==> src/cs_pkg.sv <==
package cs_pkg;

  // Router geometry
  localparam int NUM_PORTS = 5;
  // Circuit payload width
  localparam int DATA_W = 80;

  // Port numbering, fixed by the mesh wiring
  typedef enum logic [2:0] {
    PORT_SOUTH = 3'd0,
    PORT_EAST  = 3'd1,
    PORT_NORTH = 3'd2,
    PORT_WEST  = 3'd3,
    PORT_LOCAL = 3'd4
  } port_e;

  // Port number, values above PORT_LOCAL mean no port
  typedef logic [2:0] port_idx_t;

  // One bit per port
  typedef logic [NUM_PORTS-1:0] port_mask_t;

  // Circuit payload
  typedef logic [DATA_W-1:0] flit_data_t;

  // Forward half of a link
  // tail and stream are transition signalled, data is stable while an event is open
  typedef struct packed {
    logic       tail;
    logic       stream;
    flit_data_t data;
  } link_fwd_t;

  // Setup request, valid for one cycle
  typedef struct packed {
    logic      valid;
    port_idx_t src;
    port_idx_t dst;
  } circuit_req_t;

  // Open event of an input link
  typedef struct packed {
    logic       pending;
    logic       is_tail;
    flit_data_t data;
  } port_event_t;

endpackage

==> src/circuit_table.sv <==
`timescale 1ns/10ps

module circuit_table (
  input  logic                 clk,
  input  logic                 rst_n,
  input  cs_pkg::circuit_req_t setup_req,
  input  cs_pkg::port_mask_t   tail_done,
  output logic                 setup_grant,
  output logic                 setup_deny,
  output cs_pkg::port_idx_t    out_owner [cs_pkg::NUM_PORTS],
  output cs_pkg::port_mask_t   out_valid,
  output cs_pkg::port_idx_t    in_dst [cs_pkg::NUM_PORTS],
  output cs_pkg::port_mask_t   in_valid
);
  import cs_pkg::*;

  // Owner input of each output
  port_idx_t  owner_q [NUM_PORTS];
  // Destination output of each input
  port_idx_t  dst_q [NUM_PORTS];
  port_mask_t out_valid_q;
  port_mask_t in_valid_q;

  port_mask_t src_bit;
  port_mask_t dst_bit;
  port_mask_t freed_in;
  port_mask_t freed_out;
  logic       req_in_range;
  logic       req_ok;
  logic       req_take;

  // One-hot request masks, zero for an index past the last port
  assign src_bit = port_mask_t'(1) << setup_req.src;
  assign dst_bit = port_mask_t'(1) << setup_req.dst;

  assign req_in_range = (setup_req.src <= port_idx_t'(PORT_LOCAL)) &&
                        (setup_req.dst <= port_idx_t'(PORT_LOCAL));

  // Grant rule
  // no U-turn, source idle, destination free
  assign req_ok = req_in_range &&
                  (setup_req.src != setup_req.dst) &&
                  ((src_bit & in_valid_q) == '0) &&
                  ((dst_bit & out_valid_q) == '0);

  assign req_take = setup_req.valid && req_ok;

  // Circuits whose tail completes this cycle
  assign freed_in = tail_done & in_valid_q;

  always_comb begin
    freed_out = '0;
    for (int i = 0; i < NUM_PORTS; i++) begin
      if (freed_in[i]) begin
        freed_out = freed_out | (port_mask_t'(1) << dst_q[i]);
      end
    end
  end

  // Valid bits and answer pulses
  always_ff @(posedge clk) begin
    if (!rst_n) begin
      in_valid_q  <= '0;
      out_valid_q <= '0;
      setup_grant <= 1'b0;
      setup_deny  <= 1'b0;
    end else begin
      // Both sides of a circuit set and clear together
      in_valid_q  <= (in_valid_q & ~freed_in) | (req_take ? src_bit : '0);
      out_valid_q <= (out_valid_q & ~freed_out) | (req_take ? dst_bit : '0);
      setup_grant <= req_take;
      setup_deny  <= setup_req.valid && !req_ok;
    end
  end

  // Index registers, written on grant
  always_ff @(posedge clk) begin
    if (req_take) begin
      dst_q[setup_req.src]   <= setup_req.dst;
      owner_q[setup_req.dst] <= setup_req.src;
    end
  end

  assign out_valid = out_valid_q;
  assign in_valid  = in_valid_q;

  always_comb begin
    for (int i = 0; i < NUM_PORTS; i++) begin
      out_owner[i] = owner_q[i];
      // Idle input sees an index past the last port
      in_dst[i]    = in_valid_q[i] ? dst_q[i] : port_idx_t'(NUM_PORTS);
    end
  end

endmodule

==> src/input_port.sv <==
`timescale 1ns/10ps

module input_port (
  input  logic                clk,
  input  logic                rst_n,
  input  cs_pkg::link_fwd_t   link,
  input  cs_pkg::port_idx_t   dst,
  input  cs_pkg::port_mask_t  done,
  output cs_pkg::port_event_t event_out,
  output logic                ack,
  output logic                tail_done
);
  import cs_pkg::*;

  // Acknowledged phases of the two event wires
  logic tail_ph;
  logic stream_ph;

  logic tail_diff;
  logic stream_diff;
  logic sel_done;
  logic acked;

  // Level differs from phase means an open event
  assign tail_diff   = link.tail ^ tail_ph;
  assign stream_diff = link.stream ^ stream_ph;

  assign event_out.pending = tail_diff | stream_diff;
  assign event_out.is_tail = tail_diff;
  assign event_out.data    = link.data;

  // Done bit of the routed output, none when dst is out of range
  always_comb begin
    sel_done = 1'b0;
    for (int p = 0; p < NUM_PORTS; p++) begin
      if (dst == port_idx_t'(p)) begin
        sel_done = done[p];
      end
    end
  end

  assign acked = sel_done && event_out.pending;

  always_ff @(posedge clk) begin
    if (!rst_n) begin
      tail_ph   <= 1'b0;
      stream_ph <= 1'b0;
    end else if (acked) begin
      // Close whichever wire is open
      if (tail_diff) tail_ph <= link.tail;
      else stream_ph <= link.stream;
    end
  end

  // One upstream toggle per closed event
  assign ack       = tail_ph ^ stream_ph;
  assign tail_done = acked && tail_diff;

endmodule

==> src/output_port.sv <==
`timescale 1ns/10ps

module output_port (
  input  logic                clk,
  input  logic                rst_n,
  input  cs_pkg::port_event_t events [cs_pkg::NUM_PORTS],
  input  cs_pkg::port_idx_t   owner,
  input  logic                owner_valid,
  input  logic                ack_in,
  output cs_pkg::link_fwd_t   link,
  output logic                done
);
  import cs_pkg::*;

  // Crossbar column for this output
  port_event_t sel;
  // Downstream levels and data
  link_fwd_t   link_q;
  // Event sent, ack outstanding
  logic        busy;
  // Last ack level seen from downstream
  logic        ack_ph;
  logic        fire;

  assign sel = events[owner];

  // Accept a new event only with a circuit and no ack outstanding
  assign fire = !busy && owner_valid && sel.pending;

  // Fresh downstream toggle closes the open event
  assign done = busy && (ack_in != ack_ph);

  always_ff @(posedge clk) begin
    if (!rst_n) begin
      busy   <= 1'b0;
      ack_ph <= 1'b0;
      link_q <= '0;
    end else begin
      ack_ph <= ack_in;
      if (done) begin
        busy <= 1'b0;
      end
      if (fire) begin
        busy <= 1'b1;
        // Pass the transition on the same wire
        if (sel.is_tail) begin
          link_q.tail <= ~link_q.tail;
        end else begin
          link_q.stream <= ~link_q.stream;
        end
        // Data settles with the toggle
        link_q.data <= sel.data;
      end
    end
  end

  assign link = link_q;

endmodule

==> src/cs_switch.sv <==
`timescale 1ns/10ps

module cs_switch (
  input  logic                 clk,
  input  logic                 rst_n,
  input  cs_pkg::circuit_req_t setup_req,
  input  cs_pkg::link_fwd_t    link_in [cs_pkg::NUM_PORTS],
  input  cs_pkg::port_mask_t   ack_in,
  output cs_pkg::link_fwd_t    link_out [cs_pkg::NUM_PORTS],
  output cs_pkg::port_mask_t   ack_out,
  output logic                 setup_grant,
  output logic                 setup_deny
);
  import cs_pkg::*;

  // Open events, one per input
  port_event_t events [NUM_PORTS];
  // Per output, ack seen this cycle
  port_mask_t  done;
  // Per input, tail closed this cycle
  port_mask_t  tail_done;

  // Circuit table view
  port_idx_t   out_owner [NUM_PORTS];
  port_mask_t  out_valid;
  port_idx_t   in_dst [NUM_PORTS];

  // Input side validity is already folded into in_dst
  circuit_table u_table (
    .clk        (clk),
    .rst_n      (rst_n),
    .setup_req  (setup_req),
    .tail_done  (tail_done),
    .setup_grant(setup_grant),
    .setup_deny (setup_deny),
    .out_owner  (out_owner),
    .out_valid  (out_valid),
    .in_dst     (in_dst),
    .in_valid   ()
  );

  // South, east, north, west, local
  for (genvar i = 0; i < NUM_PORTS; i++) begin : g_in
    input_port u_in (
      .clk      (clk),
      .rst_n    (rst_n),
      .link     (link_in[i]),
      .dst      (in_dst[i]),
      .done     (done),
      .event_out(events[i]),
      .ack      (ack_out[i]),
      .tail_done(tail_done[i])
    );
  end

  for (genvar o = 0; o < NUM_PORTS; o++) begin : g_out
    output_port u_out (
      .clk        (clk),
      .rst_n      (rst_n),
      .events     (events),
      .owner      (out_owner[o]),
      .owner_valid(out_valid[o]),
      .ack_in     (ack_in[o]),
      .link       (link_out[o]),
      .done       (done[o])
    );
  end

endmodule

==> config.mk <==
export PLATFORM = sky130hd
export DESIGN_NAME = cs_switch
export DESIGN_NICKNAME = d
export VERILOG_FILES = /design/src/cs_pkg.sv /design/src/circuit_table.sv /design/src/input_port.sv /design/src/output_port.sv /design/src/cs_switch.sv
export SDC_FILE = /design/constraint.sdc
export NUM_CORES = 1
export LEC_CHECK = 0
export BUFFER_PORTS_ARGS = -buffer_cell sky130_fd_sc_hd__clkbuf_2
export CAP_MARGIN = 5
export CELL_PAD_IN_SITES_DETAIL_PLACEMENT = 0
export CELL_PAD_IN_SITES_GLOBAL_PLACEMENT = 2
export CORE_ASPECT_RATIO = 1.5
export CORE_MARGIN = 1.5
export CORE_UTILIZATION = 33
export DETAILED_ROUTE_END_ITERATION = 12
export PLACE_DENSITY = 0.79
export SYNTH_ARGS = -nofsm -noshare
export SYNTH_HDL_FRONTEND = slang
export SYNTH_HIERARCHICAL = 1
export SYNTH_SLANG_ARGS = --single-unit
==> constraint.sdc <==
create_clock -name clk -period 2.25 [get_ports clk]
set_input_delay 0.1125 -clock clk [delete_from_list [all_inputs] [get_ports clk]]
set_output_delay 0.1125 -clock clk [all_outputs]
set_load 0.02 [all_outputs]
* Word-level counts from Yosys, hierarchy flattened
Memory sizes are Yosys's and may differ from the RTL's.
Index checks and enable logic that the tools add are counted.
** Word-level totals
- Output and inout bits :: 417
- Input bits :: 424
- Bits in writable memories :: 30
- Logic and storage cells :: 272
- Flip-flop bits (word level) :: 442
- Memories :: 2
** Cells by class
- Bitwise operators :: 58
- Shift operators :: 7
- Eq/ne operators :: 26
- $lt $le $gt $ge :: 7
- Reduce and logical (&&, ||, !) cells :: 69
- Mux-type cells :: 64
** Memories
- u_table.dst_q :: depth 5, width 3, read ports 5, clocked after Yosys merged registers in 0, write ports 1, RTL line circuit_table.sv:20 : port_idx_t dst_q [NUM_PORTS];
- u_table.owner_q :: depth 5, width 3, read ports 5, clocked after Yosys merged registers in 0, write ports 1, RTL line circuit_table.sv:18 : port_idx_t owner_q [NUM_PORTS];
** Operators by type and width (number)
- $bmux 82 s3 :: 5
- $mux 82 :: 10
- $reduce_and 2->1 :: 20
- $mux 1 :: 37
- $mux 5 :: 7
- $shl 1x3->5 const A :: 7
- $logic_and 1x1->1 :: 31
- $eq 3x2->1 const B :: 10
- $or 5x5->5 :: 6
- $and 5x5->5 :: 5
- $ge 4x4->1 const B :: 5
- $not 1->1 :: 20
- $not 3->4 :: 5
- $eq 3x1->1 const B :: 5
- $eq 3x3->1 const B :: 5
- $logic_not 3->1 :: 5
- $mux 3 :: 5
- $xor 1x1->1 :: 15
- $logic_not 5->1 :: 2
- $not 5->5 :: 2
- $reduce_bool 2->1 :: 5
- $le 3x3->1 const B :: 2
- $logic_not 1->1 :: 6
- $ne 1x1->1 :: 5
- other kinds (2) :: 6

* Depth between registers and ports, before layout
- Depth in word-level cells :: 22
- Depth in mapped cells :: 10
- Mapped depth without buffers :: 10

* Hierarchy
Netlist, hierarchy kept.
** Modules (own cells, without submodules)
- output_port :: cells each 414, sequential area each 1681.6 um^2, times used 5, area each 5870.6 um^2
- input_port :: cells each 105, sequential area each 40.0 um^2, times used 5, area each 807.0 um^2
- circuit_table :: cells each 179, sequential area each 1141.1 um^2, times used 1, area each 2037.0 um^2

* Least setup slack after synthesis
OpenSTA, ideal clock, no wires.
- Path type :: flip-flop to flip-flop
- From :: reg g_in[0].u_in.tail_ph
- To :: reg g_out[0].u_out.link_q, in the netlist g_out[0].u_out/link[0]
- Data arrival time :: 2039 ps
- Buffers on the path :: 2
- Cell stages (with the launch flop) :: 10
- Data required time :: 2182 ps
- Slack :: 143 ps
- Library setup time :: 68 ps
- Clock period less this slack :: 2107 ps
- Path through :: dfxtp_1 > xnor2_2 > nand2_1 > mux2_4 > a32o_2 > a31oi_4 > and2_4 > buf_12 > buf_12 > o2bb2ai_2
** RTL lines
- start: declaration :: RTL line input_port.sv:16 : logic tail_ph;
- start signal: assignment :: RTL line input_port.sv:50 : if (tail_diff) tail_ph <= link.tail;
- end: declaration :: RTL line output_port.sv:18 : link_fwd_t link_q;

==> out/results.ini <==
[sta]
hold_viol_final = 0
worst_pin_slew_ns = 0.820
slew-limit-headroom_pct = 45.3
maxSlewViolCount = 0
skew_ns = 0.0334
grt_setup_unrepaired = true
whs_ns = 0.0332
setup_viol = 53
clock.fmax_ghz = 0.434
layout_min_cycle_time_ns = 2.30
layout_setup_ws_ns = -0.0538
fin_crit_sh_pct = 102

[critical_path]
path_cells = xnor2_2 -> nand2_1 -> buf_6 -> mux2_4 -> a32o_2 -> a31oi_4 -> and2_4 -> buf_12 -> clkbuf_16 -> o2bb2ai_2
worstPathArrival_ns = 2.86
max_stage_delay_ns = 0.33
critPathCaptureType = flip-flop
endpoint = g_out[4].u_out/link[23]
setup.worst_path.class = flip-flop to flip-flop
rr_endpoint = g_out[4].u_out/link[23]
rr_startpoint = g_in[1].u_in/tail_ph
setup.worst_path.start = g_in[1].u_in/tail_ph
crit_path_max_fanout = 9
start_kind = flip-flop
critPathSlowestCell = dfxtp_2
crit_required_ns = 2.81
rr_worst_depth = 10
rrSetupSlack_ns = -0.05

[job]
maxCapViolCount = 0

[clocking]
cts_tree = built
cts.clk_slew.worst_paths_ns = 0.08
cts_max_level = 2
clock_sinks = 472
ctsRootBufferMaster = clkbuf_16
insertion_delay_ns = 0.65
cts_buffer_depth = 3
cts_buffers = 53

[floorplan]
die-area_um2 = 109000
die_w_um = 271
fp-row-count = 147
fp.dieH_um = 404
pin_count = 841
coreArea_um2 = 107000
initial_utilization_pct = 33.2

[cells_and_area]
final_common_cell = clkbuf_2
nNetsFinal = 3992
final_cell_count_no_fill = 5050
drive_above_1_share_pct = 58.2
seq_area_um2 = 9760
layout_common_cells = 839 x clkbuf_2, 437 x dfxtp_1, 400 x mux4_2
fin_area_um2 = 45200
multi_input_area_um2 = 20800
syn2layout_area_growth_pct = 27.6
fillCellCount = 10121

[synthesis]
yosysSeqAreaShare_pct = 27.5
synth_compound_area_share_pct = 26.3
yosys_warnings = 6
synth_top_cell_area_share_pct = 25.4
synth-simple-area-share_pct = 4.11
synth_top_family_by_area = multiplexers
ys_types = 69
synth_mux_area_share_pct = 26.8
syn_area_um2 = 35400
synth_fp_nets = 3198
synth_top_area_cell = mux4_2
synthCells = 2774
synth-edff-count = 30
ys_top_cells_by_area = mux4_2 25%, dfxtp_1 25%, o2bb2ai_2 15%
yosys_register_bits = 472
synthAdderAreaFrac_pct = 0
synth_ff_type = dfxtp_1
async_flop_share_pct = 0
yosys.area_share.xor_xnor_pct = 0.675
syn_area_per_cell_um2 = 12.8

[placement]
dp.cells = 4611
numPortBuffers = 840
placed_cell_area_um2 = 39400
dp_hpwl_um = 117000
gp_congestion = 0.936

[global_route]
grt_pass1_wl_um = 231000
antenna_found_initial = 32
grt_max_degree = 81
grt_overflow = 0
grt_pass1_vias = 30839
grt_use_total_pct = 29.2

[run_status]
violations = negative setup slack
outcome = finished, violations left

[route]
totalWireLength_um = 169000
drtAntennaViolNets = 0
drc = 0
dr.pass1.iters = 5
drt-initial-drc-count = 2905
routed-via-count = 30670
wl_per_cell_um = 33.4
via_per_inst = 6.07

[power_and_ir_drop]
ir_drop_uv = 556
leakagePower_nw = 17.5
powerDensity_nw_per_um2 = 479

[worst_hold_path]
min_path_type = input pin to flip-flop

## state kept, by name, summed over array words and instances (netlist names)
register and flops:
u_table/in_valid 5, u_table/setup_grant 1, g_out.u_out/ack_ph 5, g_in.u_in/tail_ph 5, u_table/out_valid 5, g_out.u_out/link 410, u_table/owner_q 15, g_in.u_in/stream_ph 5
u_table/dst_q 15, u_table/setup_deny 1, g_out.u_out/busy 5
## how the worst min path moves through the flow
stage / depth (start not counted) / end / startpoint / slack [ns]
after global routing: 4 / g_out[3].u_out/link[31] / link_in[195] / 0.02
after CTS: 4 / g_out[3].u_out/link[51] / link_in[215] / 0.00005
final: 4 / g_out[2].u_out/link[3] / link_in[249] / 0.03
after detailed placement: 2 / g_out[2].u_out/ack_ph / ack_in[2] / 0.36
after global placement: 2 / g_out[0].u_out/ack_ph / ack_in[0] / 0.35
after floorplan: 0 / u_table/dst_q[0][0] / setup_req[0] / 0.21
## cell type report
cell class,count,area share [%]
multi-input cells,1601,46.1
repair buffers,1416,24.0
flip-flops and latches,472,21.6
well taps,1415,3.92
clock buffers,64,3.25
clock inverters,36,0.853
inverters,24,0.227
diodes,22,0.122
## cell usage after synthesis (24+ instances only)
library cell and instances:
o21ai_0 43, a22oi_1 368, buf_4 405, nand2_1 49, buf_2 58, nor2_1 65
clkbuf_1 127, mux4_2 400, a221oi_1 37, buf_12 40, edfxtp_1 30, nand2b_1 24
o2bb2ai_2 350, dfxtp_1 442, mux2i_1 31, buf_6 41
## kinds of logic (layout without fill, tap and decap cells)
family / count (synthesis) / count (layout)
buffers and inverters: 701 / 1540
muxes: 443 / 443
DFF: 472 / 472
xor gates and xnor gates: 23 / 23
other: 0 / 22
AOI/OAI and AO/OA: 883 / 883
and+or+nand+nor: 252 / 252
## power breakdown
part           total, W  internal [W]  switching, W
registers       0.00853       0.00848     0.0000418
logic           0.00354       0.00176       0.00178
clock network   0.00960       0.00539       0.00421
## timing repair
item | in CTS | in global routing
buffers inserted | 19 | 13
pin swaps | 10 | 31
hold buffers | 267 | 0
cloned | 5 | 17
setup endpoints to repair | 207 | 226
hold endpoints to repair | 448 | 0
resized for setup | 27 | 60
## per-layer routing
layer	GRT usage, %	wire length [um]	share of wire, %	vias up
met5	0	126	0.075	-
met4	17.6	11600	6.9	18
met3	7.81	15000	8.9	517
met2	48.3	80500	48	2077
met1	33.6	61700	37	15478
li1	-	-	-	12580
## through the flow
step	utilization, %	setup WS, ns	TNS, ns	power (W)
floorplan	-	0.143	0	0.0110
global placement	36.9	-0.0848	-0.933	0.0115
detailed placement	36.9	-0.0969	-4.39	0.0116
CTS	41.6	-0.0313	-0.492	0.0217
global route	42.4	-0.0828	-5.50	0.0223
finish	42.4	-0.0538	-1.13	0.0217
## worst max-delay path, delay by kind of cell, from the launching register on
| family | cells | cell delay [ns] |
|---|---|---|
| mux | 1 | 0.25 |
| xor+xnor | 1 | 0.16 |
| buf+inv | 3 | 0.54 |
| compound gates | 3 | 0.56 |
| simple gates | 2 | 0.36 |
| flops | 1 | 0.33 |
No activity file was read; power rests on OpenSTA's default activity.
